**config.mk**
```make
export PLATFORM = sky130hd
export DESIGN_NAME = ram_bank
export DESIGN_NICKNAME = d
export VERILOG_FILES = /design/src/fifo_xbar_pkg.sv /design/src/ram_bank.sv
export SDC_FILE = /design/constraint.sdc
export NUM_CORES = 2
export LEC_CHECK = 0
export BUFFER_PORTS_ARGS = -buffer_cell sky130_fd_sc_hd__buf_2
export CORE_AREA = 5 5 369 444
export CTS_CLUSTER_SIZE = 40
export DETAILED_ROUTE_END_ITERATION = 8
export DIE_AREA = 0 0 374 449
export GPL_TIMING_DRIVEN = 1
export PLACE_DENSITY = 0.73
export SLEW_MARGIN = 20
export SYNTH_ARGS = -nofsm -noshare
export SYNTH_HDL_FRONTEND = slang
export SYNTH_SLANG_ARGS = --single-unit
```
**constraint.sdc**
```tcl
create_clock -name clk -period 3.06 [get_ports clk]
set_input_delay 0.306 -clock clk [delete_from_list [all_inputs] [get_ports clk]]
set_output_delay 0.306 -clock clk [all_outputs]
set_load 0.05 [all_outputs]
```
**src/fifo_xbar_pkg.sv**
```systemverilog
//--------------------
// Shared read crossbar definitions
// Sizes, widths, RAM latency and vector types used across the design
//--------------------

package fifo_xbar_pkg;

  //--------------------
  // Sizes
  //--------------------

  // Logical FIFOs that share the banked RAM
  localparam int NUM_FIFOS = 4;

  // One RAM bank per read port, always a power of two
  localparam int NUM_PORTS = 2;

  // Low address bits pick the bank
  localparam int PORT_ID_W = $clog2(NUM_PORTS);
  localparam int FIFO_ID_W = $clog2(NUM_FIFOS);

  localparam int ADDR_W      = 8;
  localparam int BANK_ADDR_W = ADDR_W - PORT_ID_W;
  localparam int BANK_DEPTH  = 2 ** BANK_ADDR_W;
  localparam int DATA_W      = 16;

  // Cycles from bank read enable to bank data, at least 1
  localparam int RAM_LAT = 2;

  //--------------------
  // Vector types
  //--------------------

  typedef logic [ADDR_W-1:0]      addr_t;
  typedef logic [BANK_ADDR_W-1:0] bank_addr_t;
  typedef logic [DATA_W-1:0]      data_t;
  typedef logic [FIFO_ID_W-1:0]   fifo_id_t;

endpackage
```
**src/ram_bank.sv**
```systemverilog
//--------------------
// RAM bank
// One synchronous bank with fixed read latency and a load port
//--------------------

`timescale 1ns/1ps

module ram_bank
  import fifo_xbar_pkg::*;
#(
  parameter int unsigned BANK_ID = 0
) (
  input  logic       clk,
  input  logic       rst_n,
  input  logic       bank_rd_en,
  input  bank_addr_t bank_rd_addr,
  input  logic       ld_en,
  input  addr_t      ld_addr,
  input  data_t      ld_data,
  output logic       bank_data_valid,
  output data_t      bank_data
);

  data_t mem [BANK_DEPTH];

  // Read pipeline, stage 0 is the array read
  data_t [RAM_LAT-1:0] data_pipe;
  logic [RAM_LAT-1:0]  vld_pipe;

  logic ld_hit;

  // Loads carry a full FIFO address, only those for this bank land here
  assign ld_hit = ld_en && (ld_addr[PORT_ID_W-1:0] == PORT_ID_W'(BANK_ID));

  // Read samples before the write lands, so a same cycle load returns old data
  always_ff @(posedge clk) begin
    if (ld_hit) begin
      mem[ld_addr[ADDR_W-1:PORT_ID_W]] <= ld_data;
    end
    data_pipe[0] <= mem[bank_rd_addr];
    for (int s = 1; s < RAM_LAT; s++) begin
      data_pipe[s] <= data_pipe[s-1];
    end
  end

  always_ff @(posedge clk) begin
    if (!rst_n) begin
      vld_pipe <= '0;
    end else begin
      vld_pipe[0] <= bank_rd_en;
      for (int s = 1; s < RAM_LAT; s++) begin
        vld_pipe[s] <= vld_pipe[s-1];
      end
    end
  end

  assign bank_data_valid = vld_pipe[RAM_LAT-1];
  assign bank_data       = data_pipe[RAM_LAT-1];

endmodule

```
# After elaboration in Yosys (flattened, before gate mapping)
# Memory sizes are Yosys's and may differ from the RTL's. A register that Yosys moved wholly into a read port is not among the register bits.
# Cells that the tools add are included.
# totals
register_bits	18
wordCells	7
n_memories	1
inputBits	35
ramBits	2048
# op_classes
muxes	2
n_reduce_logical	1
bitwise_logic	1
# mem_list
memory	words	width	rd	rd_ports_with_merged_regs	write_ports	line_no	text
mem	128	16	1	1	1	ram_bank.sv:24	data_t mem [BANK_DEPTH];
# ops
cell	n
$mux W1	2
$logic_and A1 B1 Y1	1
$not A1 Y1	1

# Longest topological paths before layout
# logic_depth
ltp_word	4
depth_mapped	7

# Least setup slack after synthesis
# Ideal clock, no wire load.
# synth_path
kind	input to register
from	input bank_rd_addr[0]
to	register data_pipe[10] (netlist bit) (read register of mem)
required_ns	2.939
n_path_buf	2
setup_slack_ns	0.259
stages	6
t_arrival_ns	2.681
cell_sequence	buf_2 -> clkbuf_1 -> mux4_2 -> mux4_2 -> mux4_2 -> mux2_2
# synth_rtl
item	line_no	text
from (decl)	ram_bank.sv:16	input bank_addr_t bank_rd_addr,
to (decl)	ram_bank.sv:27	data_t [RAM_LAT-1:0] data_pipe;

==> summary.txt <==
Max Cap Viol - 0
Remaining DRCs - 2
Avg Vias per Cell - 6.30
HP Class - in2reg
CTS sink cnt - 2082
Ys Warns - 0
max_slew headroom - 30.0%
area grow syn2layout - 14.5%
Reg2Reg Launch Point - mem[53][8]$_DFFE_PP_
H-Tree Depth - 4
Initial Utilization - 49.6%
Peak Freq - 378 MHz
Yosys top cell area share - 77.8%
Final Max Tran Viols - 0
failing checks - design-rule violations
TritonCTS Buffers - 181
Final Cell Area - 90500 sq um
reg2reg path depth - 4
Sw Ratio - 20.7%
die area - 168000 sq um
RSZ-0062 raised after global routing - no
hold_sp - ld_data[5]
DR vias - 36423
commonest non-fill, non-tap cell in the layout - edfxtp_1
minimum clock period - 2640 ps
Worst setup EP type - flip-flop
CTS resizes - 0
Synth Net Count - 3155
first-pass GRT wire length - 277000 microns
PD cells - 639 nW/um^2
largest net degree at the start of global routing - 94
Cell Count Post-Placement - 5427
Yosys top cell by area - edfxtp_1
Fillers - 10954
drt wl/cell - 33.6 microns
Synth Register Bits - 2082
sequential share of the synthesized area - 78.7%
Final setup violation count - 0
post-route insts no fill - 5781
Post-Place Setup Slack - -246 ps
clock latency on the worst-skew pair - 820 ps
LEAKAGE - 28.2 nW
Hold WS - 30.8 ps
Reg power frac - 54.5%
CTS tree - yes
GPL Wtd Cong - 0.805
clock tree root buffer cell - clkbuf_16
Worst R2R End - data_pipe[8]$_DFF_P_
Clock Power Share - 40.1%
PortBufs - 51
Nets - 3533
gr usage total - 23.1%
Int Power - 45.9 mW
vias in the first global route - 37454
overall routed net length - 194000 microns
overall power - 57.8 mW
grt total ovfl - 0
Setup Skew - 23.4 ps
synthesized instance count - 3120
DP Area - 84400 sq um
Max clock buf depth - 3
DR iter-0 viols - 4928
share of layout cells above drive strength 1 - 36.3%
# rows - 161
Startpoint Class - flip-flop
hold depth - 1
Post-Syn Area - 79000 sq um
Sum Neg Setup Slack - 0 ps
Mapped Avg Cell Area - 25.3 sq um
worst reg2reg setup slack - 420 ps
most frequent cells in the layout - edfxtp_1 (2048), mux4_2 (672), buf_4 (269), clkbuf_16 (186), nor2_1 (131)
Worst Hold Path EP - mem[51][5]$_DFFE_PP_
drt pass-1 iters - 8
global-route met3 utilization - 4.51%
status - finished, violations left
Logic pwr share - 5.4%
endpoints failing hold - 0
initial antenna violation count - 24
core box area - 159000 sq um
Arr. time, crit path - 3340 ps
Worst EP required - 3760 ps
M1 GR Usage - 30.7%
GR Util met2 - 38.8%
Cell variety after synth - 20
Util after Layout - 56.8%
I/O pin count - 52
Reg clk slew, reported paths - 60 ps
fin crit share - 86.4%
synth top area cells - edfxtp_1 (78%), mux4_2 (19%), dfxtp_1 (0.86%), nor2_1 (0.62%), clkbuf_1 (0.41%)
GR peak layer - met2
die width - 374 microns
Worst Max-Slew Pin Slew - 1050 ps
maximum VDD drop - 611 uV
ANT nets after route - 0
net switching power - 12.0 mW
CP Class - reg2reg
Final WS setup - 417 ps
worst-path maximum fanout - 1
HPWL after DPL - 114000 microns
Die H - 449 microns
-- per-layer routing --
layer | vias up | part of all wire, %
met1 | 19549 | 36
li1 | 14304 | -
met4 | 6 | 3.7
met2 | 2201 | 51
met3 | 363 | 9.7
met5 | - | 0.021
-- power groups by stage --
| stage | sequential [mW] | combinational (mW) | clock (mW) |
|---|---|---|---|
| final | 31.5 | 3.12 | 23.2 |
| after global routing | 31.5 | 3.26 | 24.7 |
| after CTS | 31.6 | 3.14 | 23.4 |
| after detailed placement | 32.2 | 3.10 | 0 |
| after global placement | 32.2 | 3.06 | 0 |
| after floorplan | 32.1 | 1.69 | 0 |
-- what timing repair did --
action                                 CTS  global route
setup buffers                            0             0
hold buffers                             5             1
endpoints found under the hold margin   46            34
-- area by class of cell --
cell class | count | area, sq um | share of cell area [%]
antenna | 13 | 32.5 | 0.0360
clock buffer | 232 | 4870 | 5.38
clock inverter | 102 | 1120 | 1.24
inverter | 1 | 3.75 | 0.00415
multi-input combinational | 858 | 16000 | 17.7
sequential | 2082 | 62200 | 68.7
tap | 2119 | 2650 | 2.93
timing repair buffer | 374 | 3580 | 3.96
-- sequential cells by signal, indices dropped and copies added (netlist names) --
register / cells
mem: 2048
bank_data: 16
vld_pipe: 2
data_pipe: 16
-- worst max-delay path by stage --
stage	endpoint	slack, ps	cells past startpoint	startpoint
after CTS	data_pipe[8]$_DFF_P_	430	4	mem[53][8]$_DFFE_PP_
after floorplan	data_pipe[10]$_DFF_P_	260	6	bank_rd_addr[0]
after global routing	data_pipe[8]$_DFF_P_	410	4	mem[53][8]$_DFFE_PP_
final	data_pipe[8]$_DFF_P_	420	4	mem[53][8]$_DFFE_PP_
after global placement	data_pipe[3]$_DFF_P_	-220	8	bank_rd_addr[0]
after detailed placement	data_pipe[3]$_DFF_P_	-250	8	bank_rd_addr[0]
-- cells by family after synthesis --
family	share of synthesized area [%]
mux	19.4
buf+inv	1.03
flops	78.7
simple gates	0.910
-- cells in the mapped netlist (all sizes together) --
cell type and number:
nand3b 4, nor2b 5, nand2b 1, nand2 9, nand4 3, inv 1, and2 2, or3 1
mux2 16, nand3 9, clkbuf 87, mux4 672, edfxtp 2048, nor2 131, buf 92, or3b 5
dfxtp 34
-- worst max-delay path: stages (launching register included) --
cell	delay [ps]
edfxtp_1	460
mux4_2	550
mux4_2	590
mux4_2	620
mux2_2	310
Note: power is estimated with default switching activity, not from simulation.
