## src/fifo_xbar_pkg.sv

```systemverilog
//--------------------
// Shared read crossbar definitions
// Sizes, widths, RAM latency and vector types used across the design
//--------------------

package fifo_xbar_pkg;

  //--------------------
  // Sizes
  //--------------------

  // Logical FIFOs that share the banked RAM
  localparam int NUM_FIFOS = 4;

  // One RAM bank per read port, always a power of two
  localparam int NUM_PORTS = 2;

  // Low address bits pick the bank
  localparam int PORT_ID_W = $clog2(NUM_PORTS);
  localparam int FIFO_ID_W = $clog2(NUM_FIFOS);

  localparam int ADDR_W      = 8;
  localparam int BANK_ADDR_W = ADDR_W - PORT_ID_W;
  localparam int BANK_DEPTH  = 2 ** BANK_ADDR_W;
  localparam int DATA_W      = 16;

  // Cycles from bank read enable to bank data, at least 1
  localparam int RAM_LAT = 2;

  //--------------------
  // Vector types
  //--------------------

  typedef logic [ADDR_W-1:0]      addr_t;
  typedef logic [BANK_ADDR_W-1:0] bank_addr_t;
  typedef logic [DATA_W-1:0]      data_t;
  typedef logic [FIFO_ID_W-1:0]   fifo_id_t;

endpackage
```

## src/rd_data_return.sv

```systemverilog
//--------------------
// Read data return
// Tracks the served FIFO per port over the RAM latency and routes data back
//--------------------

`timescale 1ns/1ps

module rd_data_return
  import fifo_xbar_pkg::*;
(
  input  logic                     clk,
  input  logic                     rst_n,
  input  logic [NUM_PORTS-1:0]     bank_rd_en,
  input  fifo_id_t [NUM_PORTS-1:0] served_fifo,
  input  logic [NUM_PORTS-1:0]     bank_data_valid,
  input  data_t [NUM_PORTS-1:0]    bank_data,
  output logic [NUM_FIFOS-1:0]     rd_data_valid,
  output data_t [NUM_FIFOS-1:0]    rd_data
);

  // Per port delay line of FIFO ids and matching valid bits
  fifo_id_t [RAM_LAT-1:0]             id_pipe [NUM_PORTS];
  logic [NUM_PORTS-1:0][RAM_LAT-1:0]  vld_pipe;

  // Last stage of each line, lined up with bank data
  fifo_id_t [NUM_PORTS-1:0] id_out;
  logic [NUM_PORTS-1:0]     vld_out;

  // Which port returns data to which FIFO this cycle
  logic [NUM_FIFOS-1:0][NUM_PORTS-1:0] hit;

  //--------------------
  // FIFO id delay line
  //--------------------

  always_ff @(posedge clk) begin
    for (int p = 0; p < NUM_PORTS; p++) begin
      id_pipe[p][0] <= served_fifo[p];
      for (int s = 1; s < RAM_LAT; s++) begin
        id_pipe[p][s] <= id_pipe[p][s-1];
      end
    end
  end

  always_ff @(posedge clk) begin
    if (!rst_n) begin
      vld_pipe <= '0;
    end else begin
      for (int p = 0; p < NUM_PORTS; p++) begin
        vld_pipe[p][0] <= bank_rd_en[p];
        for (int s = 1; s < RAM_LAT; s++) begin
          vld_pipe[p][s] <= vld_pipe[p][s-1];
        end
      end
    end
  end

  always_comb begin
    for (int p = 0; p < NUM_PORTS; p++) begin
      id_out[p]  = id_pipe[p][RAM_LAT-1];
      vld_out[p] = vld_pipe[p][RAM_LAT-1];
    end
  end

  //--------------------
  // Data demux
  //--------------------

  // Bank data goes straight out to the FIFO the delay line names
  always_comb begin
    for (int f = 0; f < NUM_FIFOS; f++) begin
      rd_data[f] = '0;
      for (int p = 0; p < NUM_PORTS; p++) begin
        hit[f][p]  = bank_data_valid[p] && (id_out[p] == fifo_id_t'(f));
        rd_data[f] = rd_data[f] | (bank_data[p] & {DATA_W{hit[f][p]}});
      end
      rd_data_valid[f] = |hit[f];
    end
  end

  // The banks must return data exactly when the id tracker expects it
  a_bank_latency: assert property (
    @(posedge clk) disable iff (!rst_n)
    vld_out == bank_data_valid
  ) else $error("rd_data_return: bank data out of step with tracked reads");

  // A FIFO has one read in flight per cycle, so two ports never answer it at once
  for (genvar f = 0; f < NUM_FIFOS; f++) begin : g_fifo_chk
    a_single_source: assert property (
      @(posedge clk) disable iff (!rst_n)
      $onehot0(hit[f])
    ) else $error("rd_data_return: FIFO %0d served by two ports", f);
  end

endmodule

```

## config.mk

```make
export PLATFORM = sky130hd
export DESIGN_NAME = rd_data_return
export DESIGN_NICKNAME = d
export VERILOG_FILES = /design/src/fifo_xbar_pkg.sv /design/src/rd_data_return.sv
export SDC_FILE = /design/constraint.sdc
export NUM_CORES = 1
export LEC_CHECK = 0
export BUFFER_PORTS_ARGS = -buffer_cell sky130_fd_sc_hd__buf_4
export CAP_MARGIN = 20
export CORE_AREA = 5 5 58 60
export CTS_CLUSTER_SIZE = 20
export DETAILED_ROUTE_END_ITERATION = 8
export DIE_AREA = 0 0 63 65
export PLACE_DENSITY = 0.93
export SLEW_MARGIN = 25
export SYNTH_ARGS = -nofsm -noshare
export SYNTH_HDL_FRONTEND = slang
export SYNTH_SLANG_ARGS = --single-unit
```

## constraint.sdc

```tcl
create_clock -name clk -period 3.7 [get_ports clk]
set_clock_uncertainty 0.15 [all_clocks]
set_input_delay 0.185 -clock clk [delete_from_list [all_inputs] [get_ports clk]]
set_output_delay 0.185 -clock clk [all_outputs]
set_load 0.02 [all_outputs]
```

# --- Word-level counts from Yosys, hierarchy flattened ---
# Memory sizes are Yosys's and may differ from the RTL's.
# Cells that the tools add are included.
op_classes:
  n_eq_ne: 6
  bitwise_logic: 12
  n_reduce_logical: 14
op_table:
  columns: ["operator", "n"]
  rows:
  - ["AND 16 bit", 8]
  - ["bitwise OR 16 bit", 4]
  - ["== test 2 bit (second input constant)", 4]
  - ["logical AND 1 bit", 8]
  - ["OR reduction 2 bit", 4]
  - ["== test 2 x 1 -> 1 bit (second input constant)", 2]
  - ["logical NOT 2 bit", 2]
totals:
  ff_bits: 0
  ramBits: 8
  inputBits: 42
  output_inout_bits: 68
  word_cells: 33
  memories: 1
mem_list:
  columns: ["name", "depth", "width", "rd", "rd_clocked_by_memory_dff", "wr", "line", "source"]
  rows:
  - ["id_pipe", 2, 4, 2, 0, 2, "rd_data_return.sv:22", "fifo_id_t [RAM_LAT-1:0] id_pipe [NUM_PORTS];"]

# --- Logic depth before layout (Yosys ltp) ---
depth:
  ltp_word: 4
  ltp_mapped: 4
  ltp_nobuf: 2

# --- Worst setup path after synthesis ---
# Ideal clock, no wire load.
synth_timing:
  path_kind: "register -> output"
  from: "mem id_pipe[1][3] (netlist bit)"
  to: "out rd_data[10] (netlist bit)"
  arrival_time_ps: 1111
  t_required_ps: 3365
  slack_ps: 2254
  stages_incl_launch_ff: 4
  path_buffers: 1
  path_cell_list: "dfxtp_1 > nor3b_2 > buf_4 > a22o_1"
synth_rtl:
  columns: ["item", "line", "source"]
  rows:
  - ["start: declaration", "rd_data_return.sv:22", null]
  - ["end: declaration", "rd_data_return.sv:18", "output data_t [NUM_FIFOS-1:0] rd_data"]

==> results.md <==
* RR Endpoint: id_pipe[1][3]$_DFF_P_
* Antenna cells at 0
* FP Rows at 20
* Sequential area share after synthesis at 16.84%
* Total CTS buffers at 3
* CTS tree: done
* Hold/Removal Path Class: register to register
* Placed Cells at 223
* Crit path launch: id_pipe[0][2]$_DFF_P_
* Max Cap Violations at 0
* Crit Reg-Reg Startpoint: id_pipe[1][1]$_DFF_P_
* Post-synthesis cell area at 950.9 sq um
* Utilization after layout at 60.83%
* Total GRT Usage at 18.92%
* Gr ovfl total at 0
* Peak supply drop at 0.1945 mV
* Post-Syn Area per Cell at 9.703 sq um
* Setup ws final at 1.695 ns
* Place WS at 1.747 ns
* Synth top area share at 44.21%
* Synth area leaders: a22o_1 (44%), a22o_2 (17%), dfxtp_1 (17%)
* Via Count at 1330
* Via density at 5.783
* Leak at 0.9465 nW
* Vias in the first global route at 1189
* IO Count at 110
* CP Data Arrival Time at 1.67 ns
* Final hold vios at 0
* Final nets at 241
* Hold Worst Slack at 0.1754 ns
* Clk pin slew, worst setup/hold paths at 0.05 ns
* Max Root-Sink Buffers at 2
* Post-DRT Antenna Nets at 0
* Drt wl/cell at 18.48 microns
* Worst Setup End Kind: output port
* Die area at 4095 sq um
* Unrepaired setup endpoints after global routing: no
* Fmax at 0.4988 GHz
* Num Clock Sinks at 8
* # setup viols final at 0
* Initial core utilization at 33.04%
* Leading area contributor after synthesis: a22o_1
* Max-slew violation count at 0
* Die width at 63 microns
* Final worst-path cycle share at 54.18%
* Drt pass-1 iters at 4
* Worst-Skew Late Latency at 0.24 ns
* Worst EP required at 3.37 ns
* Syn Inst Count at 98
* Vert. Die Dim at 65 microns
* Kind of critical path: register to output port
* Core ar. at 2878 sq um
* DRT iter0 DRCs at 153
* Post-synthesis register bit count at 8
* Top reg by flops: id_pipe
* CP startpoint kind: register
* Max-slew headroom at 52.10%
* Synth unique cells at 11
* Minimum clock period at 2.005 ns
* Syn_nets at 140
* Tightest Pin Transition at 0.7177 ns
* Reg2Reg Setup Slack at 3.16 ns
* Crit path to: rd_data[25]
* Status: completed
* Synth-to-layout area growth at 84.08%
* PwrDens at 213.7 nW/um^2
* Layout cells sized above 1 at 66.50%
* Max Fanout on Critical Path at 17
* Initial antenna violation count at 0
* CTS root buf: clkbuf_4
* Post-route insts no fill at 230
* GP Congestion at 0.7823
* Largest register FFs at 8
* First-pass GRT wire length at 6403 microns
* R2R depth at 0
* Synth warn at 0
* Drt drc at 0
* Htree depth at 1
* Final setup TNS at 0 ns
* Wirelength, routed at 4251 microns
* Fillers at 268
* Buffers on Ports at 106
* Largest registers: id_pipe x8
* Largest net degree at the start of global routing at 18
==> worst min-delay path by stage <==
stage                             to  slack [ns]  cells past startpoint                  start
2_1_floorplan  id_pipe[0][0]$_DFF_P_        0.06                      0         served_fifo[0]
3_3_place_gp   id_pipe[1][0]$_DFF_P_        0.14                      1         served_fifo[2]
3_5_place_dp   id_pipe[1][1]$_DFF_P_        0.14                      1         served_fifo[3]
4_1_cts        id_pipe[1][2]$_DFF_P_        0.18                      0  id_pipe[1][0]$_DFF_P_
5_1_grt        id_pipe[1][3]$_DFF_P_        0.19                      0  id_pipe[1][1]$_DFF_P_
6_report       id_pipe[1][2]$_DFF_P_        0.18                      0  id_pipe[1][0]$_DFF_P_
==> Yosys cell counts <==
cell type / instances
buf_8: 1
and3b_1: 4
or2_2: 4
nor3b_2: 2
buf_2: 6
a22o_2: 16
a22o_1: 48
buf_6: 4
dfxtp_1: 8
buf_4: 3
and3_1: 2
==> metrics by stage <==
stage | power (mW) | cell area (sq um)
after floorplan | 0.2052 | 950.9
after global placement | 0.3074 | 1675
after detailed placement | 0.3102 | 1682
after CTS | 0.3774 | 1744
after global routing | 0.3956 | 1750
final | 0.3740 | 1750
==> logic make-up (layout without fill, tap and decap cells) <==
family | after synthesis | count (layout) | share of synthesized area, %
AOI/OAI and AO/OA | 64 | 64 | 61.05
buffers and inverters | 14 | 113 | 11.84
DFF | 8 | 8 | 16.84
and+or+nand+nor | 12 | 12 | 10.26
==> power breakdown <==
part           switching [mW]  total [mW]  internal [mW]
clock                  0.0248      0.0616         0.0368
combinational           0.112       0.218          0.106
sequential            0.00322      0.0943         0.0911
==> cell type report <==
class	count	area (sq um)	share of cell area (%)
multi-input cells	76	690.7	39.46
flip-flops and latches	8	160.2	9.149
clock buffers	3	22.52	1.287
repair buffers	110	835.8	47.75
well taps	33	41.29	2.359
==> worst max-delay path, cell delays in order (launching register included) <==
cell and delay (ns):
dfxtp_1 0.39, and3b_1 0.62, a22o_1 0.26, buf_4 0.15
==> cell usage in the layout (no fill, tap or decap) <==
cell type	Yosys	routed
clkbuf_4	0	3
dlygate4sd3_1	0	4
nor3b_4	0	2
a22o_2	16	16
or2_2	4	4
buf_4	3	106
dfxtp_1	8	8
and3_1	2	2
and3b_1	4	4
a22o_1	48	48
==> metal layers <==
layer	global-route usage, %	wire length, microns	vias up	share of wire, %
li1	-	-	617	-
met1	22.11	1585	622	37
met2	33.85	2170	85	51
met3	4.853	437	6	10
met4	5.040	57	0	1.3
met5	0	0	-	0
==> timing repair <==
item	in CTS	in global routing
setup buffers	0	0
hold endpoints to repair	4	0
resized for setup	0	0
hold buffers	4	0
No activity file was read; power rests on OpenSTA's default activity.
