## config.mk

```make
export PLATFORM = sky130hd
export DESIGN_NAME = rd_port_arbiter
export DESIGN_NICKNAME = d
export VERILOG_FILES = /design/src/fifo_xbar_pkg.sv /design/src/rd_port_arbiter.sv
export SDC_FILE = /design/constraint.sdc
export NUM_CORES = 1
export LEC_CHECK = 0
export ABC_AREA = 1
export BUFFER_PORTS_ARGS = -buffer_cell sky130_fd_sc_hd__buf_2
export CAP_MARGIN = 10
export CORE_ASPECT_RATIO = 1.5
export CORE_MARGIN = 4
export CORE_UTILIZATION = 25
export CTS_CLUSTER_SIZE = 25
export DETAILED_ROUTE_END_ITERATION = 8
export PLACE_DENSITY = 0.53
export SYNTH_ARGS = -nofsm -noshare
export SYNTH_HDL_FRONTEND = slang
export SYNTH_SLANG_ARGS = --single-unit
```

## constraint.sdc

```tcl
create_clock -name clk -period 4.5 [get_ports clk]
set_input_delay 0.225 -clock clk [delete_from_list [all_inputs] [get_ports clk]]
set_output_delay 0.225 -clock clk [all_outputs]
set_load 0.01 [all_outputs]
```

## src/fifo_xbar_pkg.sv

```systemverilog
//--------------------
// Shared read crossbar definitions
// Sizes, widths, RAM latency and vector types used across the design
//--------------------

package fifo_xbar_pkg;

  //--------------------
  // Sizes
  //--------------------

  // Logical FIFOs that share the banked RAM
  localparam int NUM_FIFOS = 4;

  // One RAM bank per read port, always a power of two
  localparam int NUM_PORTS = 2;

  // Low address bits pick the bank
  localparam int PORT_ID_W = $clog2(NUM_PORTS);
  localparam int FIFO_ID_W = $clog2(NUM_FIFOS);

  localparam int ADDR_W      = 8;
  localparam int BANK_ADDR_W = ADDR_W - PORT_ID_W;
  localparam int BANK_DEPTH  = 2 ** BANK_ADDR_W;
  localparam int DATA_W      = 16;

  // Cycles from bank read enable to bank data, at least 1
  localparam int RAM_LAT = 2;

  //--------------------
  // Vector types
  //--------------------

  typedef logic [ADDR_W-1:0]      addr_t;
  typedef logic [BANK_ADDR_W-1:0] bank_addr_t;
  typedef logic [DATA_W-1:0]      data_t;
  typedef logic [FIFO_ID_W-1:0]   fifo_id_t;

endpackage
```

## src/rd_port_arbiter.sv

```systemverilog
//--------------------
// Read port arbiter
// Round-robin choice among FIFOs that target this bank, issues the bank read
//--------------------

`timescale 1ns/1ps

module rd_port_arbiter
  import fifo_xbar_pkg::*;
(
  input  logic                  clk,
  input  logic                  rst_n,
  input  logic [NUM_FIFOS-1:0]  port_req,
  input  addr_t [NUM_FIFOS-1:0] rd_addr,
  output logic [NUM_FIFOS-1:0]  port_gnt,
  output logic                  bank_rd_en,
  output bank_addr_t            bank_rd_addr,
  output fifo_id_t              served_fifo
);

  // Highest priority FIFO for the next grant
  fifo_id_t rr_ptr;

  // Search results
  fifo_id_t cand_id;
  fifo_id_t win_id;
  logic     win_found;

  //--------------------
  // Priority search
  //--------------------

  // Walk the FIFOs starting at the pointer and take the first request seen
  always_comb begin
    win_found = 1'b0;
    win_id    = '0;
    cand_id   = '0;
    for (int k = 0; k < NUM_FIFOS; k++) begin
      cand_id = fifo_id_t'((int'(rr_ptr) + k) % NUM_FIFOS);
      if (!win_found && port_req[cand_id]) begin
        win_found = 1'b1;
        win_id    = cand_id;
      end
    end
  end

  always_comb begin
    port_gnt = '0;
    if (win_found) begin
      port_gnt[win_id] = 1'b1;
    end
  end

  //--------------------
  // Bank read issue
  //--------------------

  // Grant and bank read happen in the same cycle, so the winner is accepted now
  assign bank_rd_en  = win_found;
  assign served_fifo = win_id;

  // Drop the bank select bits, they are implied by which bank we drive
  assign bank_rd_addr = rd_addr[win_id][ADDR_W-1:PORT_ID_W];

  // Pointer moves just past the winner so it gets lowest priority next time
  always_ff @(posedge clk) begin
    if (!rst_n) begin
      rr_ptr <= '0;
    end else if (win_found) begin
      rr_ptr <= fifo_id_t'((int'(win_id) + 1) % NUM_FIFOS);
    end
  end

  //--------------------
  // Checks
  //--------------------

  // At most one FIFO is granted on this bank per cycle
  a_gnt_onehot: assert property (
    @(posedge clk) disable iff (!rst_n)
    $onehot0(port_gnt)
  ) else $error("rd_port_arbiter: more than one grant");

  // Work conserving, a pending request always produces a grant
  a_gnt_when_req: assert property (
    @(posedge clk) disable iff (!rst_n)
    (|port_req) |-> (|port_gnt)
  ) else $error("rd_port_arbiter: requests pending but no grant");

endmodule

```

# Word level (Yosys, flattened, before mapping)
# Cells that the tools add are included.
# classes
n_addsub,4
n_lt_le_gt_ge,6
n_mux,21
n_reduce_logical,7
# op_table
cell,count
$bmux W8 S2,1
$lt A2 B3 Y1 const B,5
$mux W1,9
$bmux W1 S2,4
$mux W2,4
$mux W8,1
$add A2 B1 Y2 const B,2
$add A2 B2 Y2 const B,2
$logic_and A1 B1 Y1,4
$mux W4,1
$logic_not A1 Y1,3
$demux W1 S2,1
$ge A2 B1 Y1 const B,1
# word_totals
reg_bits,2
input_bits,38
output_inout_bits,14
wordCells,39

# Longest topological paths before layout
# Gate-level depths: netlist of the first run.
# depth
ltp_word,17
mapped_depth,16
ltp_nobuf,14

# Worst setup path before layout of the first run
# Ideal clock, no wire load.
# synth_timing
path_type,reg2out
start,register rr_ptr[0]
end,output port bank_rd_addr[0]
arrival_time_ns,1.498
required_ns,4.275
slack_ns,2.777
stages_incl_launch_ff,14
path_buffers,1
cell_sequence,dfxtp_1 > buf_6 > inv_4 > nand2_1 > nand3_1 > nand2_2 > inv_2 > nand2_1 > nand2_1 > nand2_2 > nand2_4 > nor2_2 > nand2_1 > nand3_1
# synth_between
elab_chain_cells,14
# synth_lines
element,line,source
from (decl),rd_port_arbiter.sv:22,fifo_id_t rr_ptr;
from (signal assigned),rd_port_arbiter.sv:70,rr_ptr <= fifo_id_t'((int'(win_id) + 1) % NUM_FIFOS);
"parallel branches: the longest is 11 deep, another holds $add A2 B1 Y2",n/a,
$mux W2 *,rd_port_arbiter.sv:40,if (!win_found && port_req[cand_id]) begin
$bmux W8 S2 *,rd_port_arbiter.sv:63,assign bank_rd_addr = rd_addr[win_id][ADDR_W-1:PORT_ID_W];
$mux W8 (implied by the code) *,rd_port_arbiter.sv:63,
to (decl),rd_port_arbiter.sv:17,"output bank_addr_t bank_rd_addr,"
# Mark *: on every way between the ends. The select of a mux whose other input is x is not followed.

# Worst setup path in the final report of the first run
# layout_timing
start,register rr_ptr[0]
end,output port bank_rd_addr[6]
# The elaborated chain is that of the path after synthesis.

==> results.sh, run 1 <==
export IMPL_top_register="rr_ptr"
export IMPL_yosysUniqueCellTypes=17
export IMPL_yosys_area_top_type="nand2_1"
export IMPL_tns_ns=0
export IMPL_cellLeakagePower_nw=0.606
export IMPL_worstHoldPathType="in2reg"
export IMPL_fin_skew_ns=0.00264
export IMPL_synthCells=137
export IMPL_die_width_um=49.7
export IMPL_worstPathMaxFanout=18
export IMPL_cts_buffer_depth=2
export IMPL_grt_max_degree=19
export IMPL_multi_input_area_um2=513
export IMPL_reg2reg_depth=12
export IMPL_top_regs="rr_ptr x2"
export IMPL_rsz0062_at_grt="false"
export IMPL_postCtsSetupBuffers=0
export IMPL_holdPathStages=3
export IMPL_synth_nets=175
export IMPL_dpl_cell_area_um2=870
export IMPL_cts_buffers=3
export IMPL_clock_sinks=2
export IMPL_finalPower_mw=0.905
export IMPL_run_status="complete, no violations"
export IMPL_reg2reg_from="rr_ptr[0]"
export IMPL_whs_ns=0.243
export IMPL_dp_hpwl_mm=1.69
export IMPL_cts_tree="built"
export IMPL_power_density_mw_per_mm2=1010
export IMPL_routed_wl_mm=2.12
export IMPL_gp_congestion=0.855
export IMPL_fillers=289
export IMPL_final_nets=222
export IMPL_crit_path_end_kind="output pin"
export IMPL_cp_start_kind="flip-flop"
export IMPL_diodes=0
export IMPL_start_util_pct=26.3
export IMPL_track_usage_pct=13.5
export IMPL_synth_ff_latch_count=2
export IMPL_htreeDepth=1
export IMPL_worstPathArrival_ns=2.39
export IMPL_dr_pass1_iters=4
export IMPL_clock_latency_ns=0.23
export IMPL_synthTopCellsByArea="nand2_1 44%, nand3_1 19%, dfxtp_1 6.2%, inv_1 5.8%, buf_6 5.2%"
export IMPL_yosysTopAreaCellShare_pct=43.8
export IMPL_critPathLaunch="rr_ptr[0]"
export IMPL_syn_area_um2=651
export IMPL_portBuffers=47
export IMPL_dieArea_mm2=0.00350
export IMPL_ios=52
export IMPL_critPathKind="reg2out"
export IMPL_mostFrequentLayoutCell="nand2_1"
export IMPL_syn_area_per_cell_um2=4.75
export IMPL_cts_root_buf="clkbuf_4"
export IMPL_antenna_left=0
export IMPL_dieHeight_um=70.5
export IMPL_final_period_utilization_pct=58.1
export IMPL_peakVddDrop_v=0.000389
export IMPL_r2r_end="rr_ptr[1]"
export IMPL_fin_crit_ns=2.61
export IMPL_drcViolationCount=0
export IMPL_finalHoldViolCount=0
export IMPL_endpoint="bank_rd_addr[6]"
export IMPL_fp_row_count=22
export IMPL_regArea_um2=40.0
export IMPL_yosysWarnings=0
export IMPL_overflow=0
export IMPL_syn2layout_area_growth_pct=37.1
export IMPL_grt_pass1_vias=989
export IMPL_cap_violations=0
export IMPL_ctsHoldBuffers=0
export IMPL_cts_resized=0
export IMPL_wl_per_cell_um=10.3
export IMPL_grt_antenna_before_repair=0
export IMPL_drive_gt1_share_pct=34.1
export IMPL_vias=937
export IMPL_grt_pass1_wl_mm=3.96
export IMPL_tightest_slew_ns=0.379
export IMPL_r2r_slack_ns=2.41
export IMPL_largest_reg_flops=2
export IMPL_setup_viol_count_final=0
export IMPL_max_slew_margin_pct=74.7
export IMPL_fmax_mhz=382
export IMPL_dr_first_iter_drc_count=19
export IMPL_critical_path_required_ns=4.28
export IMPL_most_common_layout_cells="76 x nand2_1, 47 x buf_2, 25 x nand3_1"
export IMPL_maxSlewViolCount=0
export IMPL_core_area_mm2=0.00248
export IMPL_design_area_um2=892
export IMPL_clk_pin_slew_ns=0.03
export IMPL_seq_area_frac_synth_pct=6.15
export IMPL_finalCoreUtilization_pct=36.0
export IMPL_viasPerCell=4.55
through the flow:
stage / cells / setup slack [ns]
finish: 206 / 1.89
floorplan: 137 / 2.78
global route: 206 / 1.56
detailed placement: 203 / 2.11
CTS: 206 / 1.84
global placement: 203 / 2.14
critical path, stage by stage (launching register included):
cell	delay, ns
dfxtp_1	0.54
inv_4	0.10
nand2_1	0.09
nand3_1	0.11
nand2_2	0.13
inv_2	0.06
nand2_1	0.06
nand2_1	0.06
nand2_2	0.25
nand2_4	0.20
nor2_2	0.26
nand2_1	0.08
nand3_1	0.09
buf_2	0.13
where the power goes:
group	internal [mW]	switching [mW]
logic	0.282	0.540
clock network	0.0295	0.0111
registers	0.0258	0.0174
total	0.337	0.568
cell usage after synthesis:
| master | instances |
|---|---|
| buf_2 | 1 |
| inv_4 | 1 |
| a21oi_1 | 1 |
| nor2_4 | 1 |
| inv_1 | 10 |
| inv_2 | 2 |
| nand2_4 | 1 |
| buf_4 | 1 |
| nand2_1 | 76 |
| nand2_2 | 4 |
| nor3_1 | 1 |
| dfxtp_1 | 2 |
| nor2_2 | 1 |
| nand3_2 | 2 |
| buf_6 | 3 |
| nand3_1 | 25 |
| nor2_1 | 5 |
metal layers:
layer  up-vias  track usage, %  part of all wire [%]
met5         -               0                     0
met3         0            2.56                   9.7
met2        47            24.4                    47
met4         0            5.54                     0
li1        515               -                     -
met1       375            14.9                    44
worst min-delay path by stage:
stage / startpoint / to / slack, ns
2_1_floorplan: rst_n / rr_ptr[0] / 0.36
3_3_place_gp: rst_n / rr_ptr[1] / 0.45
3_5_place_dp: rst_n / rr_ptr[0] / 0.47
4_1_cts: rst_n / rr_ptr[0] / 0.23
5_1_grt: rst_n / rr_ptr[0] / 0.24
6_report: rst_n / rr_ptr[0] / 0.24
logic make-up (layout without fill, tap and decap cells):
kind of cell           count (synthesis)  after routing  synth area share, %
AO/OA/AOI/OAI                          1              1                0.768
buffers and inverters                 18             63                 15.0
flip-flops                             2              2                 6.15
AND/OR/NAND/NOR                      116            116                 78.1
layout make-up:
type | instances | share of cell area [%]
clock buffer | 3 | 2.52
inverter | 13 | 5.75
multi-input combinational | 117 | 57.5
sequential | 2 | 4.49
tap | 24 | 3.37
timing repair buffer | 47 | 26.4
Power figures use the tool's default switching activity.
==> inputs of run 2 (changes only) <==
--- a/config.mk
+++ b/config.mk
@@ -13,7 +13,7 @@
 export CORE_UTILIZATION = 25
 export CTS_CLUSTER_SIZE = 25
 export DETAILED_ROUTE_END_ITERATION = 8
-export PLACE_DENSITY = 0.53
+export PLACE_DENSITY = 0.55
 export SYNTH_ARGS = -nofsm -noshare
 export SYNTH_HDL_FRONTEND = slang
 export SYNTH_SLANG_ARGS = --single-unit
==> constraint.sdc (replaced) <==
create_clock -name clk -period 2.2 [get_ports clk]
set_input_delay 0.11 -clock clk [delete_from_list [all_inputs] [get_ports clk]]
set_output_delay 0.11 -clock clk [all_outputs]
set_load 0.01 [all_outputs]
==> run 2 against run 1 <==
Hold slack got worse by 0.12 ns. Sequential power increased by 120%. Count of clock-buffer cells in the layout unchanged. First-iteration DRC count is 37% lower. Critical path depth shrank 1. Design area increased by 8.0%. Sequential cell count is the same. Sequential share of layout area up 0.19 points. Wire length fell by 4.9%. Highest routed layer unchanged.
==> results.sh, run 2 (synthesis results as in run 1) <==
export IMPL_crit_path_end_kind="output pin"
export IMPL_seqPwrFrac_pct=4.6
export IMPL_cellLeakagePower_nw=0.631
export IMPL_cap_violations=0
export IMPL_worstPathArrival_ns=1.91
export IMPL_run_status="complete, no violations"
export IMPL_track_usage_pct=12.0
export IMPL_wl_per_cell_um=9.60
export IMPL_finalCoreUtilization_pct=38.9
export IMPL_viasPerCell=4.60
export IMPL_cp_start_kind="flip-flop"
export IMPL_start_util_pct=26.3
export IMPL_antenna_left=0
export IMPL_grt_pass1_wl_mm=3.55
export IMPL_routed_wl_mm=2.02
export IMPL_dieArea_mm2=0.00350
export IMPL_drive_gt1_share_pct=37.1
export IMPL_grt_pass1_vias=921
export IMPL_tightest_slew_ns=0.260
export IMPL_critical_path_slowest_cell="dfxtp_4"
export IMPL_p_clk_share_pct=3.9
export IMPL_cts_root_buf="clkbuf_4"
export IMPL_netSwitchingPower_mw=1.22
export IMPL_max_slew_margin_pct=82.7
export IMPL_dr_pass1_iters=4
export IMPL_largest_reg_flops=2
export IMPL_peakVddDrop_v=0.00111
export IMPL_worstHoldPathType="in2reg"
export IMPL_finalHoldViolCount=0
export IMPL_fin_crit_ns=2.02
export IMPL_pre_cts_ws_ns=0.188
export IMPL_clock_latency_ns=0.22
export IMPL_overflow=0
export IMPL_maxSlewViolCount=0
export IMPL_dr_first_iter_drc_count=12
export IMPL_power_density_mw_per_mm2=2130
export IMPL_p_int_mw=0.840
export IMPL_final_nets=226
export IMPL_top_register="rr_ptr"
export IMPL_grt_antenna_before_repair=0
export IMPL_most_common_layout_cells="76 x nand2_1, 47 x buf_2, 25 x nand3_1"
export IMPL_fp_row_count=22
export IMPL_crit_buf_inv=3
export IMPL_cts_tree="built"
export IMPL_portBuffers=47
export IMPL_die_width_um=49.7
export IMPL_fin_cells=210
export IMPL_syn2layout_area_growth_pct=48.1
export IMPL_mostFrequentLayoutCell="nand2_1"
export IMPL_clock_sinks=2
export IMPL_gp_congestion=0.819
export IMPL_htreeDepth=1
export IMPL_top_regs="rr_ptr x2"
export IMPL_fmax_mhz=495
export IMPL_critPathKind="reg2out"
export IMPL_core_area_mm2=0.00248
export IMPL_worstPathMaxFanout=10
export IMPL_dp_hpwl_mm=1.69
export IMPL_drcViolationCount=0
export IMPL_diodes=0
export IMPL_dpl_cell_area_um2=892
export IMPL_setup_viol_count_final=0
export IMPL_max_stage_delay_ns=0.37
export IMPL_crit_top_cell="nand2_1"
export IMPL_cts_buffers=3
export IMPL_fin_skew_ns=0.00282
export IMPL_p_sw_share_pct=59.2
export IMPL_grt_max_degree=19
export IMPL_crit_chain="inv_4, nand2_1, nand2_2, nor2_1, a21oi_1, nand3_4, buf_4, nand3_1, nand2_1, nand2_1, nand2_1, buf_2"
export IMPL_vias=965
export IMPL_final_period_utilization_pct=91.9
export IMPL_cp_top_family="simple AND/OR/NAND/NOR gates"
export IMPL_power_frac_comb_pct=91.5
export IMPL_design_area_um2=963
export IMPL_cts_buffer_depth=2
export IMPL_rsz0062_at_grt="true"
export IMPL_ios=52
export IMPL_fin_ws_ns=0.179
export IMPL_clk_pin_slew_ns=0.03
export IMPL_dieHeight_um=70.5
export IMPL_dp_cells=206
export IMPL_critical_path_required_ns=2.09
[run 2: power by group through the flow]
stage	logic, mW	registers, mW	clock network [mW]
2_1_floorplan	1.31	0.0646	0
3_3_place_gp	1.74	0.0883	0
3_5_place_dp	1.75	0.0889	0
4_1_cts	1.76	0.0905	0.0865
5_1_grt	2.15	0.0985	0.0925
6_report	1.88	0.0945	0.0810
[run 2: worst paths after layout]
check | cells after the start | startpoint | slack [ns] | to
max reg2reg | 11 | rr_ptr[0] | 0.47 | rr_ptr[1]
min reg2reg | 4 | rr_ptr[1] | 0.61 | rr_ptr[1]
min | 3 | rst_n | 0.12 | rr_ptr[1]
max | 12 | rr_ptr[0] | 0.18 | bank_rd_addr[5]
[run 2: area by class of cell]
type / instances / area, um^2
fill: 293 / 1510
multi-input combinational: 117 / 542
timing repair buffer: 51 / 273
inverter: 13 / 51.3
sequential: 2 / 45.0
tap: 24 / 30.0
clock buffer: 3 / 22.5
[run 2: layer usage]
metal	vias to the layer above	part of all wire [%]	GRT usage, %
met1	398	42	14.3
met5	-	0	0
met4	0	0	3.69
met3	0	9.5	2.56
met2	43	48	20.9
li1	524	-	-
[run 2: worst reg2reg max path, cell delays in order, from the launching register on]
cell     delay [ns]
dfxtp_4        0.37
inv_4          0.10
nand2_1        0.07
nand2_2        0.09
nor2_1         0.07
a21oi_1        0.23
nand3_4        0.19
nand2_8        0.18
nor2_4         0.07
buf_4          0.13
nor2_1         0.09
nor2_1         0.04
[run 2: timing repair]
item	in CTS	in global routing
endpoints found under the setup margin	7	11
setup buffers	0	1
resized for setup	1	9
hold buffers	0	0
pin swaps	0	1
[run 2: per-stage QoR]
step                setup TNS [ns]  hold WS, ns  power [mW]
CTS                              0        0.112        1.94
global placement                 0        0.341        1.83
detailed placement               0        0.350        1.84
floorplan                        0        0.245        1.37
global route               -0.0317        0.118        2.34
finish                           0        0.121        2.06
