==> src/fifo_xbar_pkg.sv <==
//--------------------
// Shared read crossbar definitions
// Sizes, widths, RAM latency and vector types used across the design
//--------------------

package fifo_xbar_pkg;

  //--------------------
  // Sizes
  //--------------------

  // Logical FIFOs that share the banked RAM
  localparam int NUM_FIFOS = 4;

  // One RAM bank per read port, always a power of two
  localparam int NUM_PORTS = 2;

  // Low address bits pick the bank
  localparam int PORT_ID_W = $clog2(NUM_PORTS);
  localparam int FIFO_ID_W = $clog2(NUM_FIFOS);

  localparam int ADDR_W      = 8;
  localparam int BANK_ADDR_W = ADDR_W - PORT_ID_W;
  localparam int BANK_DEPTH  = 2 ** BANK_ADDR_W;
  localparam int DATA_W      = 16;

  // Cycles from bank read enable to bank data, at least 1
  localparam int RAM_LAT = 2;

  //--------------------
  // Vector types
  //--------------------

  typedef logic [ADDR_W-1:0]      addr_t;
  typedef logic [BANK_ADDR_W-1:0] bank_addr_t;
  typedef logic [DATA_W-1:0]      data_t;
  typedef logic [FIFO_ID_W-1:0]   fifo_id_t;

endpackage
==> src/rd_addr_decode.sv <==
//--------------------
// Read address decode
// Steers each FIFO read request to the bank chosen by its low address bits
//--------------------

`timescale 1ns/1ps

module rd_addr_decode
  import fifo_xbar_pkg::*;
(
  input  logic [NUM_FIFOS-1:0]                rd_addr_valid,
  input  addr_t [NUM_FIFOS-1:0]               rd_addr,
  input  logic [NUM_FIFOS-1:0][NUM_PORTS-1:0] port_gnt,
  output logic [NUM_FIFOS-1:0][NUM_PORTS-1:0] port_req,
  output logic [NUM_FIFOS-1:0]                rd_addr_ready
);

  // Bank selected by each FIFO's current address
  logic [NUM_FIFOS-1:0][PORT_ID_W-1:0] fifo_port_id;

  //--------------------
  // Request steering
  //--------------------

  always_comb begin
    for (int f = 0; f < NUM_FIFOS; f++) begin
      fifo_port_id[f] = rd_addr[f][PORT_ID_W-1:0];
    end
  end

  // A FIFO requests exactly one bank, and only while it holds a valid address
  always_comb begin
    port_req = '0;
    for (int f = 0; f < NUM_FIFOS; f++) begin
      for (int p = 0; p < NUM_PORTS; p++) begin
        if (rd_addr_valid[f] && (fifo_port_id[f] == PORT_ID_W'(p))) begin
          port_req[f][p] = 1'b1;
        end
      end
    end
  end

  //--------------------
  // Ready collection
  //--------------------

  // Ready is the grant from the bank this FIFO is pointing at
  always_comb begin
    for (int f = 0; f < NUM_FIFOS; f++) begin
      rd_addr_ready[f] = port_gnt[f][fifo_port_id[f]];
    end
  end

  // The arbiters must never grant a FIFO on a bank it is not addressing.
  // This ties the decode steering to the grant logic in every arbiter
  always_comb begin
    a_gnt_only_on_req: assert final ((port_gnt & ~port_req) == '0)
      else $error("rd_addr_decode: grant without a matching request");
  end

endmodule

==> config.mk <==
export PLATFORM = sky130hd
export DESIGN_NAME = rd_addr_decode
export DESIGN_NICKNAME = d
export VERILOG_FILES = /design/src/fifo_xbar_pkg.sv /design/src/rd_addr_decode.sv
export SDC_FILE = /design/constraint.sdc
export NUM_CORES = 1
export LEC_CHECK = 0
export ABC_CLOCK_PERIOD_IN_PS = 800
export BUFFER_PORTS_ARGS = -buffer_cell sky130_fd_sc_hd__buf_4
export CORE_AREA = 2 2 39 41
export DETAILED_ROUTE_END_ITERATION = 6
export DIE_AREA = 0 0 41 43
export GPL_TIMING_DRIVEN = 0
export PLACE_DENSITY = 0.56
export SYNTH_ARGS = -nofsm -noshare
export SYNTH_HDL_FRONTEND = slang
export SYNTH_SLANG_ARGS = --single-unit
==> constraint.sdc <==
create_clock -name vclk -period 0.8
set_input_delay 0.16 -clock vclk [all_inputs]
set_output_delay 0.16 -clock vclk [all_outputs]
set_load 0.03 [all_outputs]
[After elaboration in Yosys (flattened, before gate mapping)]
Cells that the tools add are included.
Storage, ports and cells
  input port bits: 44
  flip-flop bits (word level): 0
Operators by class
  reduce and logical (&&, ||, !) cells: 8
  $lt $le $gt $ge: 4
  mux-type cells: 16
  bitwise gates (word level): 4
Operator list (number)
  $mux W1: 16
  $logic_and A1 B1 Y1: 8
  $lt A1 B2 Y1 const B: 4
  $not A1 Y1: 4

[Longest topological paths before layout]
Gate-level depths: netlist of run 1.
  word-level depth: 3
  mapped depth: 1
  mapped depth without buffers: 1

[Least setup slack after synthesis of run 1]
OpenSTA, ideal clock, no wires.
  kind: in2out
  from: input rd_addr[8] in the netlist's numbering
  to: output port_req[2] in the netlist's numbering
  arrival: 495 ps
  data required time: 640 ps
  path buffers: 0
  setup slack: 145 ps
  stages: 1
  path through: and2b_1
On the way
  longest elaborated chain between the ends: 3
RTL lines
  start: declaration: RTL line rd_addr_decode.sv:12  | input addr_t [NUM_FIFOS-1:0] rd_addr,
  $not A1 Y1: RTL line rd_addr_decode.sv:36  | if (rd_addr_valid[f] && (fifo_port_id[f] == PORT_ID_W'(p))) begin
  $logic_and A1 B1 Y1: RTL line rd_addr_decode.sv:36
  $mux W1: RTL line rd_addr_decode.sv:36
  end: declaration: RTL line rd_addr_decode.sv:14  | output logic [NUM_FIFOS-1:0][NUM_PORTS-1:0] port_req,
No other way between the ends.

[Worst setup path in the final report of run 1]
  from: input rd_addr[8] in the netlist's numbering
  to: output rd_addr_ready[1]
On the way
  longest elaborated chain between the ends: 2
RTL lines
  $mux W1 (not written as such) (2 in a row): RTL line rd_addr_decode.sv:50  | rd_addr_ready[f] = port_gnt[f][fifo_port_id[f]];
  end: declaration: RTL line rd_addr_decode.sv:15  | output logic [NUM_FIFOS-1:0] rd_addr_ready
No other way between the ends. The select of a mux whose other input is x is not followed.

==> results by group, run 1 <==
Outcome
  – Outcome: complete, but fails checks
  – Failing checks: negative setup slack

Cells and area
  – Final standard cell count with taps included and fillers excluded: 56
  – Growth of design area from synthesis to finish: 210%
  – Seq Cell Count: 0
  – Fraction of the core area covered by cells at the end of the flow: 0.278
  – Total inserted antenna cells: 0
  – Ratio of cells with drive above 1 in the final layout: 0.975
  – Net total in the final layout: 86
  – Clkbuf count: 0
  – Flip-flop and latch area: 0 sq um
  – Final cell area excluding filler cells: 384 sq um
  – Fill count: 163

Place
  – Cell area reported after detailed placement: 354 sq um
  – Cells after DPL: 56
  – Quantity of I/O buffers inserted on ports: 28
  – Setup WS pre-CTS: -102 ps
  – Last weighted congestion value of the routability-driven placer: 0.566

Yosys
  – Yosys warning total: 0
  – Post-synth net total: 56
  – Post-Syn Instances: 12
  – Mean cell area of the mapped netlist: 10.3 sq um
  – Post-synthesis sequential area ratio: 0
  – Synth Area in Simple Gates: 0.515
  – Share of synthesized cell area in full adder, half adder and majority cells: 0
  – Dominant combinational cell family by area after synthesis: simple AND/OR/NAND/NOR gates
  – Multiplexer fraction of the synthesized cell area: 0.485
  – Count of unique library cells instantiated by Yosys: 4
  – Cell area after synthesis: 124 sq um
  – Xor and xnor area share after synthesis: 0
  – Synth Area in Compound Gates: 0

Timing
  – Achievable frequency: 1180 MHz
  – Crit path setup slack, layout: -46.6 ps
  – Final Setup Violations: 4
  – Final worst-path cycle share: 1.06
  – RSZ-0062 raised after global routing: true
  – Number of slew-limit violations in the final report: 0
  – Hold Vio Cnt, Final: 0
  – Final critical-path required period: 847 ps
  – Total negative slack for setup checks: -176 ps
  – Pin slew with the least headroom to its limit: 95.7 ps
  – Worst rel slew slack: 0.937
  – Smallest hold slack: 644 ps

Global route
  – Via count of the first global-routing pass: 184
  – Overall global routing resource usage: 0.0430
  – Remaining global-route overflow: 0
  – Global-route wire length before repair: 586 um
  – Maximum number of pins on one net before global-route repair: 4
  – Number of antenna violations at the first check in global routing: 0

Route
  – Final routed wirelength across all metal layers: 429 um
  – Via-per-instance ratio: 3.63
  – Antenna viol nets, final: 0
  – Drt pass-1 iters: 1
  – DRC marker count from the first detailed-route iteration: 0
  – Vias: 203
  – Per-cell routed wire length: 7.66 um
  – Post-route DRC violation count: 0

Critical path
  – Worst Path Required: 640 ps
  – Worst-path maximum fanout: 3
  – Startpoint type of the worst setup path: input port
  – Critical path class: input port to output pin
  – Signal arrival time at the worst endpoint: 690 ps
  – Worst Setup End Kind: output pin
  – Critical path startpoint: rd_addr[8]

Floorplan
  – Core Area: 0.00138 sq mm
  – Initial core utilization: 0.0895
  – Die Outline Area: 0.00176 sq mm
  – I/O pin count: 56
  – Die boundary height: 43 um
  – Number of core rows: 14
  – Die width: 41 um

Power and ir drop
  – Internal power: 149 uW
  – Comb pwr share: 1.000
  – Ratio of total power to cell area: 695 mW/mm^2
  – Total power after layout: 267 uW
  – Net switching power figure: 118 uW
  – Part of the power in the clock network: 0
  – Switch share: 0.440
  – Peak VDD IR: 0.000166 V
  – P_leak: 0.214 nW
  – Portion of total power attributed to sequential cells: 0

Worst hold path
  – Cell count of the worst hold path: 3
  – Hold Crit Start: port_gnt[0]
  – HP Class: input port to output pin

Run
  – Max-cap violation count: 0

Clock network
  – Quantity of hold-fixing buffers added after cts: 0
  – Post-CTS Repair Setup Buffers: 0
==> Yosys cell counts <==
cell type	number	area [sq um]
sky130_fd_sc_hd__and2_2	4	30.0
sky130_fd_sc_hd__mux2_4	4	60.1
sky130_fd_sc_hd__and2b_2	3	26.3
sky130_fd_sc_hd__and2b_1	1	7.51
==> path summary, 6_finish.rpt <==
| kind | slack (ps) | to |
|---|---|---|
| max | -50 | rd_addr_ready[1] |
| min | 640 | rd_addr_ready[0] |
==> metal layers <==
layer	part of all wire	global-route usage
met4	0	0
met1	0.32	0.0475
met5	0	0
met3	0.20	0
met2	0.48	0.0875
==> placed cells by master, fill, tap and decap left out <==
cell type                 count
sky130_fd_sc_hd__and2_2       4
sky130_fd_sc_hd__and2b_1      1
sky130_fd_sc_hd__and2b_2      3
sky130_fd_sc_hd__buf_4       20
sky130_fd_sc_hd__buf_6        8
sky130_fd_sc_hd__mux2_4       4
==> cell type report <==
type | count | area (sq um) | area share
multi-input cells | 12 | 124 | 0.322
well taps | 16 | 20.0 | 0.0521
repair buffers | 28 | 240 | 0.625
==> timing repair <==
item                       4_1_cts  5_1_grt
resized for setup                8        0
setup endpoints to repair        4        4
hold endpoints to repair         0        0
==> cells by family after synthesis <==
group         after synthesis
mux                         4
simple gates                8
==> worst max-delay path: stages <==
cell and delay (ps):
sky130_fd_sc_hd__buf_6 100, sky130_fd_sc_hd__mux2_4 290, sky130_fd_sc_hd__buf_6 140
==> power by group through the flow <==
stage	combinational [mW]	clock [mW]	sequential [mW]
6_report	0.267	0	0
5_1_grt	0.283	0	0
4_1_cts	0.271	0	0
3_5_place_dp	0.251	0	0
3_3_place_gp	0.249	0	0
2_1_floorplan	0.128	0	0
Note: power is estimated with default switching activity, not from simulation.
==> inputs of run 2 (changes only) <==
--- a/config.mk
+++ b/config.mk
@@ -12,6 +12,7 @@
 export DIE_AREA = 0 0 41 43
 export GPL_TIMING_DRIVEN = 0
 export PLACE_DENSITY = 0.56
+export REMOVE_ABC_BUFFERS = 1
 export SYNTH_ARGS = -nofsm -noshare
 export SYNTH_HDL_FRONTEND = slang
 export SYNTH_SLANG_ARGS = --single-unit
==> constraint.sdc (replaced) <==
create_clock -name vclk -period 0.8
set_input_delay 0.12 -clock vclk [all_inputs]
set_output_delay 0.12 -clock vclk [all_outputs]
set_load 0.03 [all_outputs]
==> run 2 against run 1 <==
  * The flow now finishes without violations
  * Setup slack improved by 58 ps
  * Wire length stayed put
  * Critical path depth stayed put
  * Die area did not move
  * Largest cell class unchanged
  * Cell count stayed put
  * First-iteration DRC count did not move
  * Highest routed layer unchanged
  * Sequential cell count is the same
  * Design area down 0.98%
  * Non-clock buffer count stayed put
  * Combinational power hardly changed
==> results by group, run 2 (synthesis gave the netlist of run 1 again) <==
Outcome
  – Outcome: completed

Floorplan
  – Die Outline Area: 0.00176 sq mm
  – Initial core utilization: 0.0895
  – Die width: 41 um
  – Number of core rows: 14
  – Core Area: 0.00138 sq mm
  – Die boundary height: 43 um
  – I/O pin count: 56

Cells and area
  – Growth of design area from synthesis to finish: 207%
  – Final cell area excluding filler cells: 380 sq um
  – Ratio of cells with drive above 1 in the final layout: 0.975
  – Flip-flop and latch area: 0 sq um
  – Clkbuf count: 0
  – Commonest non-fill, non-tap cells in the layout: sky130_fd_sc_hd__buf_4 (21), sky130_fd_sc_hd__buf_6 (7), sky130_fd_sc_hd__and2_2 (4), sky130_fd_sc_hd__mux2_4 (4), sky130_fd_sc_hd__and2b_2 (3)
  – Fill count: 162
  – Total inserted antenna cells: 0
  – Seq Cell Count: 0
  – Net total in the final layout: 86
  – Most common cell after layout, fill and taps aside: sky130_fd_sc_hd__buf_4

Route
  – Via-per-instance ratio: 3.63
  – Final routed wirelength across all metal layers: 429 um
  – Antenna viol nets, final: 0
  – Vias: 203
  – Per-cell routed wire length: 7.66 um
  – Drt pass-1 iters: 1
  – DRC marker count from the first detailed-route iteration: 0
  – Post-route DRC violation count: 0

Place
  – Last weighted congestion value of the routability-driven placer: 0.566
  – Quantity of I/O buffers inserted on ports: 28
  – Cell area reported after detailed placement: 354 sq um

Timing
  – Number of slew-limit violations in the final report: 0
  – Smallest hold slack: 564 ps
  – Final Setup Violations: 0
  – Worst rel slew slack: 0.937
  – Achievable frequency: 1270 MHz
  – Pin slew with the least headroom to its limit: 95.7 ps
  – Final critical-path required period: 789 ps
  – Total negative slack for setup checks: 0 ps
  – Hold Vio Cnt, Final: 0
  – Final worst-path cycle share: 0.986
  – RSZ-0062 raised after global routing: false

Worst hold path
  – Hold Crit Start: port_gnt[0]
  – HP Class: input port to output pin
  – Worst Hold Endpoint: rd_addr_ready[0]
  – Cell count of the worst hold path: 3

Power and ir drop
  – Peak VDD IR: 0.000166 V
  – P_leak: 0.212 nW
  – Ratio of total power to cell area: 698 mW/mm^2

Global route
  – Global-route wire length before repair: 600 um
  – Remaining global-route overflow: 0
  – Overall global routing resource usage: 0.0440
  – Number of antenna violations at the first check in global routing: 0
  – Maximum number of pins on one net before global-route repair: 4
  – Via count of the first global-routing pass: 182

Critical path
  – Worst stage delay on the critical path: 290 ps
  – Worst-path maximum fanout: 3
  – Worst Path Required: 680 ps
  – Signal arrival time at the worst endpoint: 670 ps
  – Slowest cell on the critical path: sky130_fd_sc_hd__mux2_4
  – Startpoint type of the worst setup path: input port
  – Worst Setup End Kind: output pin
  – Dominant delay contributor by cell family on the critical path: multiplexers
  – Cells along the critical path: buf_4 -> mux2_4 -> buf_6
  – Critical path class: input port to output pin
  – Combined buffer and inverter count along the critical path: 2

Run
  – Max-cap violation count: 0
-- run 2: layout make-up --
cell class         count  area (sq um)  area share
multi-input cells     12           124       0.326
well taps             16          20.0      0.0526
repair buffers        28           236       0.622
-- run 2: through the flow --
stage          setup WS, ps  std cells   util  total power [mW]
2_1_floorplan           225         12      -             0.128
3_3_place_gp          -13.7         56  0.256             0.249
3_5_place_dp          -22.0         56  0.256             0.251
4_1_cts                1.93         56  0.267             0.264
5_1_grt               0.813         56  0.275             0.281
6_report               11.1         56  0.275             0.265
-- run 2: where the power goes --
group	switching, mW	total [mW]	internal [mW]
clock network	0	0	0
logic	0.117	0.265	0.148
registers	0	0	0
total	0.117	0.265	0.148
-- run 2: worst max-delay path by stage --
stage	from	endpoint	slack, ps	cells after the start
detailed placement	rd_addr[8]	rd_addr_ready[1]	-20	3
CTS	rd_addr[8]	rd_addr_ready[1]	2	3
global route	rd_addr[0]	rd_addr_ready[0]	0.8	3
finish	rd_addr[0]	rd_addr_ready[0]	10	3
floorplan	rd_addr[8]	port_req[2]	220	1
global placement	rd_addr[16]	rd_addr_ready[2]	-10	3
-- run 2: metal layers --
metal  up-vias  share of wire  GRT usage
li1         96              -          -
met1        85           0.30     0.0506
met2        22           0.48     0.0875
met3         0           0.22          0
met4         0              0          0
met5         -              0          0
-- run 2: timing repair --
| item | CTS | global route |
|---|---|---|
| endpoints found under the hold margin | 0 | 0 |
| gates resized for setup | 4 | 3 |
| pin swaps | 0 | 0 |
| setup buffers | 0 | 0 |
| setup endpoints to repair | 4 | 3 |
| hold buffers | 0 | 0 |
==> inputs of run 3 (changes only) <==
--- a/config.mk
+++ b/config.mk
@@ -5,7 +5,7 @@
 export SDC_FILE = /design/constraint.sdc
 export NUM_CORES = 1
 export LEC_CHECK = 0
-export ABC_CLOCK_PERIOD_IN_PS = 800
+export ABC_CLOCK_PERIOD_IN_PS = 900
 export BUFFER_PORTS_ARGS = -buffer_cell sky130_fd_sc_hd__buf_4
 export CORE_AREA = 2 2 39 41
 export DETAILED_ROUTE_END_ITERATION = 6
==> constraint.sdc (replaced) <==
create_clock -name vclk -period 0.9
set_input_delay 0.135 -clock vclk [all_inputs]
set_output_delay 0.135 -clock vclk [all_outputs]
set_load 0.03 [all_outputs]
==> run 3 against run 2 <==
  * Critical path type unchanged
  * Critical endpoint is now rd_addr_ready[1]
  * First-iteration DRC count unchanged
  * Hold slack improved by 48 ps
  * Combinational power decreased by 17%
  * Design area decreased by 6.9%
==> results by group, run 3 (synthesis gave the netlist of run 1 again) <==
Outcome
  – Outcome: completed

Floorplan
  – Die Outline Area: 0.00176 sq mm
  – I/O pin count: 56
  – Core Area: 0.00138 sq mm
  – Number of core rows: 14
  – Die width: 41 um
  – Die boundary height: 43 um
  – Initial core utilization: 0.0895

Power and ir drop
  – Internal power: 118 uW
  – Total power after layout: 220 uW
  – Part of the power in the clock network: 0
  – P_leak: 0.204 nW
  – Switch share: 0.463
  – Peak VDD IR: 0.000130 V
  – Portion of total power attributed to sequential cells: 0
  – Net switching power figure: 102 uW
  – Comb pwr share: 1.000
  – Ratio of total power to cell area: 622 mW/mm^2

Critical path
  – Cell mode on critical path: sky130_fd_sc_hd__buf_4
  – Worst Setup End Kind: output pin
  – Worst stage delay on the critical path: 290 ps
  – Signal arrival time at the worst endpoint: 710 ps
  – Startpoint type of the worst setup path: input port
  – Worst-path maximum fanout: 3
  – Worst Path Required: 760 ps
  – Cells along the critical path: buf_4 -> mux2_4 -> buf_4
  – Slowest cell on the critical path: sky130_fd_sc_hd__mux2_4
  – Critical path class: input port to output pin

Timing
  – Final critical-path required period: 844 ps
  – Final worst-path cycle share: 0.938
  – Crit path setup slack, layout: 55.8 ps
  – Total negative slack for setup checks: 0 ps
  – Smallest hold slack: 612 ps
  – RSZ-0062 raised after global routing: false
  – Worst rel slew slack: 0.936
  – Hold Vio Cnt, Final: 0
  – Final Setup Violations: 0
  – Achievable frequency: 1180 MHz
  – Pin slew with the least headroom to its limit: 96.9 ps
  – Number of slew-limit violations in the final report: 0

Global route
  – Maximum number of pins on one net before global-route repair: 4
  – Overall global routing resource usage: 0.0440
  – Global-route wire length before repair: 600 um
  – Via count of the first global-routing pass: 182
  – Remaining global-route overflow: 0
  – Number of antenna violations at the first check in global routing: 0

Worst hold path
  – Worst Hold Endpoint: port_req[2]
  – HP Class: input port to output pin
  – Cell count of the worst hold path: 3
  – Hold Crit Start: rd_addr_valid[1]

Route
  – Drt pass-1 iters: 1
  – Post-route DRC violation count: 0
  – Vias: 203
  – Via-per-instance ratio: 3.63
  – Final routed wirelength across all metal layers: 430 um
  – Antenna viol nets, final: 0
  – Per-cell routed wire length: 7.68 um
  – DRC marker count from the first detailed-route iteration: 0

Cells and area
  – Clkbuf count: 0
  – Fill count: 165
  – Seq Cell Count: 0
  – Total inserted antenna cells: 0
  – Most common cell after layout, fill and taps aside: sky130_fd_sc_hd__buf_4
  – Ratio of cells with drive above 1 in the final layout: 0.975
  – Flip-flop and latch area: 0 sq um
  – Net total in the final layout: 86
  – Growth of design area from synthesis to finish: 186%
  – Commonest non-fill, non-tap cells in the layout: sky130_fd_sc_hd__buf_4 (28), sky130_fd_sc_hd__and2_2 (4), sky130_fd_sc_hd__mux2_4 (4), sky130_fd_sc_hd__and2b_2 (3), sky130_fd_sc_hd__and2b_1 (1)

Clock network
  – PostCTS Resize Cnt: 0
  – Quantity of hold-fixing buffers added after cts: 0
  – Post-CTS Repair Setup Buffers: 0

Place
  – Quantity of I/O buffers inserted on ports: 28
  – Last weighted congestion value of the routability-driven placer: 0.566
  – Setup WS pre-CTS: 48.0 ps

Run
  – Max-cap violation count: 0
-- run 3: area by class of cell --
class                           count  area (sq um)  share of cell area
Tap cell                           16          20.0              0.0565
Multi-Input combinational cell     12           124               0.350
Timing Repair Buffer               28           210               0.594
-- run 3: stage by stage --
stage | utilization | std cells | instance area, sq um
3_3_place_gp | 0.256 | 56 | 354
4_1_cts | 0.256 | 56 | 354
6_report | 0.256 | 56 | 354
2_1_floorplan | - | 12 | 124
5_1_grt | 0.256 | 56 | 354
3_5_place_dp | 0.256 | 56 | 354
-- run 3: worst max path at each step --
stage                start               end  slack, ps  cells past startpoint
5_1_grt        rd_addr[16]  rd_addr_ready[2]         40                      3
3_5_place_dp    rd_addr[8]  rd_addr_ready[1]         50                      3
6_report        rd_addr[8]  rd_addr_ready[1]         60                      3
3_3_place_gp   rd_addr[16]  rd_addr_ready[2]         60                      3
2_1_floorplan   rd_addr[8]       port_req[2]        290                      1
4_1_cts         rd_addr[8]  rd_addr_ready[1]         50                      3
-- run 3: worst max-delay path, delay by kind of cell --
| family | cells | cell delay, ps |
|---|---|---|
| multiplexers | 1 | 290 |
| buffers and inverters | 2 | 290 |
-- run 3: power by group through the flow --
stage          clock [mW]  sequential [mW]  combinational (mW)
2_1_floorplan           0                0               0.114
3_3_place_gp            0                0               0.221
3_5_place_dp            0                0               0.223
4_1_cts                 0                0               0.224
5_1_grt                 0                0               0.234
6_report                0                0               0.220
-- run 3: per-layer routing --
layer,part of all wire,global-route usage,up-vias
met1,0.29,0.0506,85
met5,0,0,-
met4,0,0,0
li1,-,-,96
met3,0.25,0,0
met2,0.46,0.0875,22
